$ cat config.mk
export PLATFORM = sky130hd
export DESIGN_NAME = fetch_top
export DESIGN_NICKNAME = d
export VERILOG_FILES = /design/src/fetch_pkg.sv /design/src/storage_array.sv /design/src/icache.sv /design/src/ifu.sv /design/src/fetch_top.sv
export SDC_FILE = /design/constraint.sdc
export NUM_CORES = 2
export LEC_CHECK = 0
export ABC_CLOCK_PERIOD_IN_PS = 15600
export CAP_MARGIN = 15
export CORE_MARGIN = 2
export CORE_UTILIZATION = 63
export DETAILED_ROUTE_END_ITERATION = 6
export DONT_BUFFER_PORTS = 1
export PLACE_DENSITY = 0.79
export SETUP_SLACK_MARGIN = 0.3
export SKIP_CTS_REPAIR_TIMING = 1
export SYNTH_ARGS = -nofsm -noshare
export SYNTH_HDL_FRONTEND = slang
export SYNTH_SLANG_ARGS = --single-unit
$ cat constraint.sdc
create_clock -name clock -period 15.6 [get_ports clock]
set_clock_uncertainty 0.05 [all_clocks]
set_input_delay 0 -clock clock [delete_from_list [all_inputs] [get_ports clock]]
set_output_delay 0 -clock clock [all_outputs]
set_load 0.01 [all_outputs]
$ cat src/fetch_pkg.sv
package fetch_pkg;

	parameter int addr_w = 32; // byte address width.
	parameter int data_w = 32; // instruction word width.

	parameter int line_words = 4; // words per cache line.
	parameter int off_w = $clog2(line_words) + 2; // byte offset inside a line.

	// cacheable SDRAM window, base inclusive and limit exclusive.
	parameter logic [addr_w-1:0] sdram_base  = 32'ha000_0000;
	parameter logic [addr_w-1:0] sdram_limit = 32'ha200_0000;

	parameter logic [1:0] resp_okay = 2'b00;
	parameter logic [1:0] resp_miss = 2'b10; // bit 1 flags a cache miss.

	parameter logic [1:0] burst_fixed = 2'b00;
	parameter logic [1:0] burst_incr  = 2'b01;

	parameter logic [3:0] beats_line = 4'd3; // arlen of one line refill.

endpackage

$ cat src/storage_array.sv
`timescale 1ns/1ps

module storage_array #(
	parameter type elem_t = logic,
	parameter int  depth  = 16
) (
	input  logic                     clock,
	input  logic                     we,
	input  logic [$clog2(depth)-1:0] waddr,
	input  elem_t                    wdata,
	input  logic [$clog2(depth)-1:0] raddr,
	output elem_t                    rdata
);

	elem_t mem [depth]; // plain registers, no reset.

	always_ff @(posedge clock) begin
		if (we) begin
			mem[waddr] <= wdata;
		end
	end

	assign rdata = mem[raddr]; // read is combinational.

endmodule

$ cat src/icache.sv
`timescale 1ns/1ps

module icache #(
	parameter int index_w = 4
) (
	input  logic                         clock,
	input  logic                         rst_n,

	input  logic [fetch_pkg::addr_w-1:0] araddr,
	input  logic                         arvalid,
	output logic                         arready,
	output logic [fetch_pkg::data_w-1:0] rdata,
	output logic [1:0]                   rresp,
	output logic                         rvalid,
	input  logic                         rready,

	input  logic [fetch_pkg::addr_w-1:0] awaddr,
	input  logic                         awvalid,
	input  logic [fetch_pkg::data_w-1:0] wdata,
	input  logic                         wvalid,
	output logic                         awready,
	output logic                         wready,
	output logic                         bvalid,
	input  logic                         bready
);

	localparam int lines  = 1 << index_w;
	localparam int word_w = fetch_pkg::off_w - 2;
	localparam int tag_w  = fetch_pkg::addr_w - index_w - fetch_pkg::off_w;

	typedef logic [tag_w-1:0] tag_t;
	typedef logic [fetch_pkg::line_words-1:0][fetch_pkg::data_w-1:0] line_t;

	logic               ar_hs;
	logic               w_hs;
	logic               last_word;
	logic               hit;
	logic [index_w-1:0] rd_idx;
	logic [index_w-1:0] wr_idx;
	logic [index_w-1:0] data_raddr;
	logic [word_w-1:0]  rd_word;
	logic [word_w-1:0]  wr_word;
	tag_t               rd_tag;
	tag_t               wr_tag;
	tag_t               tag_q;
	line_t              line_q;
	line_t              line_new;
	logic [lines-1:0]   valid_q;

	assign arready = 1'b1; // lookups never stall.
	assign ar_hs   = arvalid & arready;

	assign awready = awvalid & wvalid; // address and data are taken as a pair.
	assign wready  = awvalid & wvalid;
	assign w_hs    = awvalid & wvalid;

	assign rd_idx  = araddr[fetch_pkg::off_w +: index_w];
	assign rd_tag  = araddr[fetch_pkg::addr_w-1 -: tag_w];
	assign rd_word = araddr[fetch_pkg::off_w-1:2];
	assign wr_idx  = awaddr[fetch_pkg::off_w +: index_w];
	assign wr_tag  = awaddr[fetch_pkg::addr_w-1 -: tag_w];
	assign wr_word = awaddr[fetch_pkg::off_w-1:2];

	assign last_word  = (wr_word == word_w'(fetch_pkg::line_words - 1));
	assign data_raddr = w_hs ? wr_idx : rd_idx; // refill reads the line it merges into.
	assign hit        = valid_q[rd_idx] && (tag_q == rd_tag);

	// one refill word replaces its slot, the rest of the line is kept.
	always_comb begin
		line_new = line_q;
		line_new[wr_word] = wdata;
	end

	storage_array #(
		.elem_t(tag_t),
		.depth (lines)
	) u_tags (
		.clock(clock),
		.we   (w_hs & last_word),
		.waddr(wr_idx),
		.wdata(wr_tag),
		.raddr(rd_idx),
		.rdata(tag_q)
	);

	storage_array #(
		.elem_t(line_t),
		.depth (lines)
	) u_lines (
		.clock(clock),
		.we   (w_hs),
		.waddr(wr_idx),
		.wdata(line_new),
		.raddr(data_raddr),
		.rdata(line_q)
	);

	always_ff @(posedge clock or negedge rst_n) begin
		if (!rst_n) begin
			valid_q <= '0;
			rvalid  <= 1'b0;
			bvalid  <= 1'b0;
		end else begin
			if (w_hs) begin
				valid_q[wr_idx] <= last_word; // line stays invalid until fully refilled.
			end
			rvalid <= ar_hs | (rvalid & ~rready);
			bvalid <= w_hs | (bvalid & ~bready);
		end
	end

	always_ff @(posedge clock) begin
		if (ar_hs) begin
			rdata <= line_q[rd_word];
			rresp <= hit ? fetch_pkg::resp_okay : fetch_pkg::resp_miss;
		end
	end

	assert property (@(posedge clock) disable iff (!rst_n)
		$rose(awvalid) == $rose(wvalid));

	assert property (@(posedge clock) disable iff (!rst_n)
		rvalid && rready |=> !rvalid);

endmodule

$ cat src/ifu.sv
`timescale 1ns/1ps

module ifu (
	input  logic                         clock,
	input  logic                         rst_n,

	input  logic                         wb_valid,
	input  logic [fetch_pkg::addr_w-1:0] pc,
	output logic [fetch_pkg::data_w-1:0] inst,
	output logic                         idu_valid,

	output logic [fetch_pkg::addr_w-1:0] mem_araddr,
	output logic                         mem_arvalid,
	input  logic                         mem_arready,
	output logic [1:0]                   mem_arburst,
	output logic [3:0]                   mem_arlen,
	input  logic [fetch_pkg::data_w-1:0] mem_rdata,
	input  logic [1:0]                   mem_rresp,
	input  logic                         mem_rvalid,
	output logic                         mem_rready,

	output logic [fetch_pkg::addr_w-1:0] icache_araddr,
	output logic                         icache_arvalid,
	input  logic                         icache_arready,
	input  logic [fetch_pkg::data_w-1:0] icache_rdata,
	input  logic [1:0]                   icache_rresp,
	input  logic                         icache_rvalid,
	output logic                         icache_rready,

	output logic [fetch_pkg::addr_w-1:0] icache_awaddr,
	output logic                         icache_awvalid,
	input  logic                         icache_awready,
	output logic [fetch_pkg::data_w-1:0] icache_wdata,
	output logic                         icache_wvalid,
	input  logic                         icache_wready,
	input  logic                         icache_bvalid,
	output logic                         icache_bready
);

	localparam int cnt_w = $clog2(fetch_pkg::line_words) + 1;

	logic [fetch_pkg::addr_w-1:0] pc_q;
	logic [fetch_pkg::addr_w-1:0] line_base;
	logic                         start_q;
	logic                         cached;
	logic                         hit_hs;
	logic                         miss_hs;
	logic                         ar_hs;
	logic                         r_hs;
	logic                         wr_hs;
	logic                         b_hs;
	logic                         wr_valid_q;
	logic [cnt_w-1:0]             count_q;
	logic                         take_mem;
	logic                         done;

	assign cached    = (pc_q >= fetch_pkg::sdram_base) && (pc_q < fetch_pkg::sdram_limit);
	assign line_base = {pc_q[fetch_pkg::addr_w-1:fetch_pkg::off_w], {fetch_pkg::off_w{1'b0}}};

	assign mem_araddr  = cached ? line_base : pc_q;
	assign mem_arburst = cached ? fetch_pkg::burst_incr : fetch_pkg::burst_fixed;
	assign mem_arlen   = cached ? fetch_pkg::beats_line : 4'd0;

	assign icache_araddr  = pc_q;
	assign icache_rready  = 1'b1;
	assign icache_bready  = 1'b1;
	assign icache_awvalid = wr_valid_q; // address and data travel as one refill word.
	assign icache_wvalid  = wr_valid_q;

	assign hit_hs  = icache_rvalid & icache_rready & ~icache_rresp[1];
	assign miss_hs = icache_rvalid & icache_rready & icache_rresp[1];
	assign ar_hs   = mem_arvalid & mem_arready;
	assign r_hs    = mem_rvalid & mem_rready;
	assign wr_hs   = wr_valid_q & icache_awready & icache_wready;
	assign b_hs    = icache_bvalid & icache_bready;

	// keep the beat whose word offset matches the pc.
	assign take_mem = r_hs &
		(~cached | (icache_awaddr[fetch_pkg::off_w-1:2] == pc_q[fetch_pkg::off_w-1:2]));

	assign done = hit_hs | (b_hs & (count_q == '0)) | (r_hs & ~cached);

	always_ff @(posedge clock or negedge rst_n) begin
		if (!rst_n) begin
			start_q        <= 1'b0;
			icache_arvalid <= 1'b0;
			mem_arvalid    <= 1'b0;
			mem_rready     <= 1'b1;
			wr_valid_q     <= 1'b0;
			count_q        <= '0;
			idu_valid      <= 1'b0;
			inst           <= '0;
		end else begin
			start_q        <= wb_valid;
			icache_arvalid <= (icache_arvalid & ~icache_arready) | (start_q & cached);
			mem_arvalid    <= (mem_arvalid & ~mem_arready) | miss_hs | (start_q & ~cached);
			wr_valid_q     <= (wr_valid_q & ~wr_hs) | (r_hs & cached);
			idu_valid      <= done;

			// hold the next beat back while a refill write is in the cache.
			if (r_hs && cached) begin
				mem_rready <= 1'b0;
			end else if (b_hs) begin
				mem_rready <= 1'b1;
			end

			if (ar_hs && cached) begin
				count_q <= cnt_w'(fetch_pkg::line_words);
			end else if (r_hs && cached) begin
				count_q <= count_q - 1'b1; // beats still to come.
			end

			if (take_mem) begin
				inst <= mem_rdata;
			end else if (hit_hs) begin
				inst <= icache_rdata;
			end
		end
	end

	always_ff @(posedge clock) begin
		if (wb_valid) begin
			pc_q <= pc;
		end
		if (r_hs) begin
			icache_wdata <= mem_rdata;
		end
		if (miss_hs) begin
			icache_awaddr <= line_base;
		end else if (b_hs) begin
			icache_awaddr <= icache_awaddr + 4; // next word of the line.
		end
	end

	assert property (@(posedge clock) disable iff (!rst_n)
		mem_arvalid && !mem_arready |=> mem_arvalid && $stable(mem_araddr));

	assert property (@(posedge clock) disable iff (!rst_n)
		idu_valid |=> !idu_valid);

	// instruction memory is expected to answer every beat without error.
	assert property (@(posedge clock) disable iff (!rst_n)
		r_hs |-> mem_rresp == fetch_pkg::resp_okay);

endmodule

$ cat src/fetch_top.sv
`timescale 1ns/1ps

module fetch_top #(
	parameter int index_w = 4
) (
	input  logic                         clock,
	input  logic                         rst_n,

	input  logic                         wb_valid,
	input  logic [fetch_pkg::addr_w-1:0] pc,
	output logic [fetch_pkg::data_w-1:0] inst,
	output logic                         idu_valid,

	output logic [fetch_pkg::addr_w-1:0] mem_araddr,
	output logic                         mem_arvalid,
	input  logic                         mem_arready,
	output logic [1:0]                   mem_arburst,
	output logic [3:0]                   mem_arlen,
	input  logic [fetch_pkg::data_w-1:0] mem_rdata,
	input  logic [1:0]                   mem_rresp,
	input  logic                         mem_rvalid,
	output logic                         mem_rready
);

	logic [fetch_pkg::addr_w-1:0] ic_araddr;
	logic                         ic_arvalid;
	logic                         ic_arready;
	logic [fetch_pkg::data_w-1:0] ic_rdata;
	logic [1:0]                   ic_rresp;
	logic                         ic_rvalid;
	logic                         ic_rready;
	logic [fetch_pkg::addr_w-1:0] ic_awaddr;
	logic                         ic_awvalid;
	logic                         ic_awready;
	logic [fetch_pkg::data_w-1:0] ic_wdata;
	logic                         ic_wvalid;
	logic                         ic_wready;
	logic                         ic_bvalid;
	logic                         ic_bready;

	ifu u_ifu (
		.clock         (clock),
		.rst_n         (rst_n),
		.wb_valid      (wb_valid),
		.pc            (pc),
		.inst          (inst),
		.idu_valid     (idu_valid),
		.mem_araddr    (mem_araddr),
		.mem_arvalid   (mem_arvalid),
		.mem_arready   (mem_arready),
		.mem_arburst   (mem_arburst),
		.mem_arlen     (mem_arlen),
		.mem_rdata     (mem_rdata),
		.mem_rresp     (mem_rresp),
		.mem_rvalid    (mem_rvalid),
		.mem_rready    (mem_rready),
		.icache_araddr (ic_araddr),
		.icache_arvalid(ic_arvalid),
		.icache_arready(ic_arready),
		.icache_rdata  (ic_rdata),
		.icache_rresp  (ic_rresp),
		.icache_rvalid (ic_rvalid),
		.icache_rready (ic_rready),
		.icache_awaddr (ic_awaddr),
		.icache_awvalid(ic_awvalid),
		.icache_awready(ic_awready),
		.icache_wdata  (ic_wdata),
		.icache_wvalid (ic_wvalid),
		.icache_wready (ic_wready),
		.icache_bvalid (ic_bvalid),
		.icache_bready (ic_bready)
	);

	icache #(
		.index_w(index_w)
	) u_icache (
		.clock  (clock),
		.rst_n  (rst_n),
		.araddr (ic_araddr),
		.arvalid(ic_arvalid),
		.arready(ic_arready),
		.rdata  (ic_rdata),
		.rresp  (ic_rresp),
		.rvalid (ic_rvalid),
		.rready (ic_rready),
		.awaddr (ic_awaddr),
		.awvalid(ic_awvalid),
		.wdata  (ic_wdata),
		.wvalid (ic_wvalid),
		.awready(ic_awready),
		.wready (ic_wready),
		.bvalid (ic_bvalid),
		.bready (ic_bready)
	);

endmodule

==> flow_summary.ini <==
[setup_path]
cp_data_required_time_ns = 16.15
rrSetupSlack_ns = 9.23
crit_type = reg -> reg
r2r_cells = 10
r2r-start = u_ifu.icache_awvalid$_DFF_PN0_
critPathLaunchType = register
r2r_end = u_icache.rdata[2]$_DFFE_PP_
worst-path-max-fanout = 101
cp.arrival_ns = 6.92
worstSetupEndpointType = register

[synth]
ys_seq_area_share_pct = 76.2
syn_inst = 4874
synth-adder-area-share_pct = 0.0730
synth_area_um2 = 103000
synth_seq_cells = 2622
synthMuxAreaShare_pct = 16.6
yosysMostFrequentCell = edfxtp_1
syn_avg_cell_area_um2 = 21.1
synthDistinctLibCells = 56
synth-edff-count = 2557
synth_commonest_cells = edfxtp_1 (2557), mux4_2 (643), nand2_1 (310)
async_flop_share_pct = 2.25
ys_warn_count = 0
synth.area.top_cells = edfxtp_1 (75%), mux4_2 (14%), mux2_2 (1.6%), dfrtp_1 (1.4%), nand2_1 (1.1%)
yosysTopAreaCell = edfxtp_1
yosys.area_share.simple_pct = 2.74
yosysTopAreaCellShare_pct = 74.6
synth_compound_area_share_pct = 2.43
synth-main-ff-cell = edfxtp_1
synth_xor_area_share_pct = 0.460
synth_top_family_by_area = multiplexers

[die]
start_util_pct = 63.4
die_w_um = 408
die_area_um2 = 167000
die_h_um = 408
core_um2 = 162000
std_cell_rows = 148
num_io_pins = 144

[cells_and_area]
fill_cells = 8899
fin_area_um2 = 115000
drive_above_1_share_pct = 24.6
areaGrowthSynthToFinish_pct = 11.5
nNetsFinal = 5112
instances_no_fill = 7424

[timing]
period_share_pct = 40.8
rsz0062_at_grt = false
maxSlewHeadroom_pct = 21.2
finalHoldViolCount = 0
min_period_ns = 6.37
slew_viol_final = 0
finalSetupTns_ns = 0
max_freq_mhz = 157
worstMarginPinSlew_ns = 1.18
setup_violations = 0

[pwr]
pwr_density_cell_nw_per_um2 = 132
leakagePower_nw = 36.3
irDropWorstVdd_v = 0.000152

[global_routing]
grt.total_usage_pct = 29.8
antenna_found_initial = 6
grt_pass1_vias = 52434
grt_pass1_wl_um = 359000
grt_max_degree = 150
overflow = 0

[clock_network]
cts.path.max_buffers = 3
root_buffer = clkbuf_16
cts_buffers = 238
clk_pin_slew_worst_paths_ns = 0.07
clkLatencyLatePin_ns = 0.88
cts_tree = done
htree_num_levels = 4
cts_sinks = 2622

[detailed_routing]
firstDrtPassIters = 6
ant_nets = 0
vias_per_cell = 7.07
drt_iter0_markers = 7678
drt-total-wl_um = 253000
vias = 52466
drc = 0
wl_per_cell_um = 34.0

[min_path]
min_to = u_ifu.count_q[1]$_DFFE_PN0P_
worstHoldStart = mem_arready
worstHoldPathType = in -> reg
hold_depth = 4

[outcome]
status = finished clean

[placement]
io_buffers = 0
hpwl_um = 114000
gp_congestion = 0.839
dpl.cell_count = 6832
placed_area_um2 = 105000

[job]
cap_violations = 0
per-layer routing:
metal | part of all wire, % | track usage [%]
met1 | 35 | 41.1
met2 | 49 | 47.5
met3 | 12 | 7.24
met4 | 3.4 | 10.4
met5 | 0.030 | 0
stage by stage:
step           util (%)  setup WS (ns)  hold WS [ns]  total power, mW
2_1_floorplan         -           4.28        -0.346             8.99
3_3_place_gp       64.8           9.21        -0.342             9.28
3_5_place_dp       64.8           9.19        -0.342             9.32
4_1_cts            69.7           9.09         -1.29             15.1
5_1_grt            70.6           8.74        0.0562             15.6
6_report           70.6           9.23        0.0746             15.2
power by group:
part / leakage (nW) / switching [mW] / internal (mW)
Sequential: 23.9 / 0.0912 / 7.98
Combinational: 8.54 / 0.751 / 0.444
Clock: 3.88 / 2.57 / 3.37
worst max-delay path: stages, from the launching register on:
cell      delay (ns)
dfrtp_1         0.79
mux2i_4         0.36
buf_12          0.63
buf_4           0.80
buf_4           0.76
buf_4           0.76
mux4_2          0.59
and2_1          0.17
a211oi_1        0.26
a31oi_1         0.12
mux4_2          0.52
worst max path at each step:
stage / slack, ns / start / end / cells after the start
detailed placement: 9.19 / u_ifu.icache_awvalid$_DFF_PN0_ / u_icache.rdata[23]$_DFFE_PP_ / 10
global route: 8.74 / u_ifu.icache_awvalid$_DFF_PN0_ / u_icache.rdata[23]$_DFFE_PP_ / 10
global placement: 9.21 / u_ifu.icache_awvalid$_DFF_PN0_ / u_icache.rdata[2]$_DFFE_PP_ / 10
floorplan: 4.28 / u_ifu.icache_awaddr[6]$_DFFE_PP_ / u_icache.u_tags.mem[8][0]$_DFFE_PP_ / 4
CTS: 9.09 / u_ifu.icache_awvalid$_DFF_PN0_ / u_icache.rdata[2]$_DFFE_PP_ / 10
finish: 9.23 / u_ifu.icache_awvalid$_DFF_PN0_ / u_icache.rdata[2]$_DFFE_PP_ / 10
kinds of logic (layout without fill, tap and decap cells):
| kind of cell | after synthesis | after routing |
|---|---|---|
| adder cells (fa/ha/maj) | 6 | 6 |
| AO/OA/AOI/OAI | 375 | 375 |
| multiplexers | 874 | 874 |
| other | 1 | 5 |
| buffers and inverters | 332 | 703 |
| flip-flops | 2622 | 2622 |
| AND/OR/NAND/NOR | 610 | 610 |
| XOR/XNOR | 54 | 54 |
cell usage in the layout, fill, tap and decap left out, drive strengths merged, types with 102 or more instances in the layout:
cell / n
buf: 102
edfxtp: 2557
nand2: 310
dlygate4sd3: 135
and2: 144
a31oi: 131
mux2: 148
a211oi: 130
mux4: 650
clkbuf: 312
cell type report:
cell class                      instances  area [um2]  area share, %
Clock inverter                        140        1460           1.27
Multi-Input combinational cell       1922       23200           20.2
Antenna cell                            2        5.00        0.00436
Sequential cell                      2622       78400           68.4
Inverter                               14        52.6         0.0458
Clock buffer                          312        6470           5.64
Timing Repair Buffer                  237        2380           2.07
Tap cell                             2175        2720           2.37
registers in the layout, indices dropped and copies added (netlist names), 3 cells and up, named ones only:
register,count
u_icache.rdata,32
u_icache.u_lines.mem,2048
u_icache.u_tags.mem,384
u_icache.valid_q,16
u_ifu.count_q,3
u_ifu.icache_araddr,32
u_ifu.icache_awaddr,30
u_ifu.icache_wdata,32
u_ifu.inst,32
No activity file was read; power rests on OpenSTA's default activity.
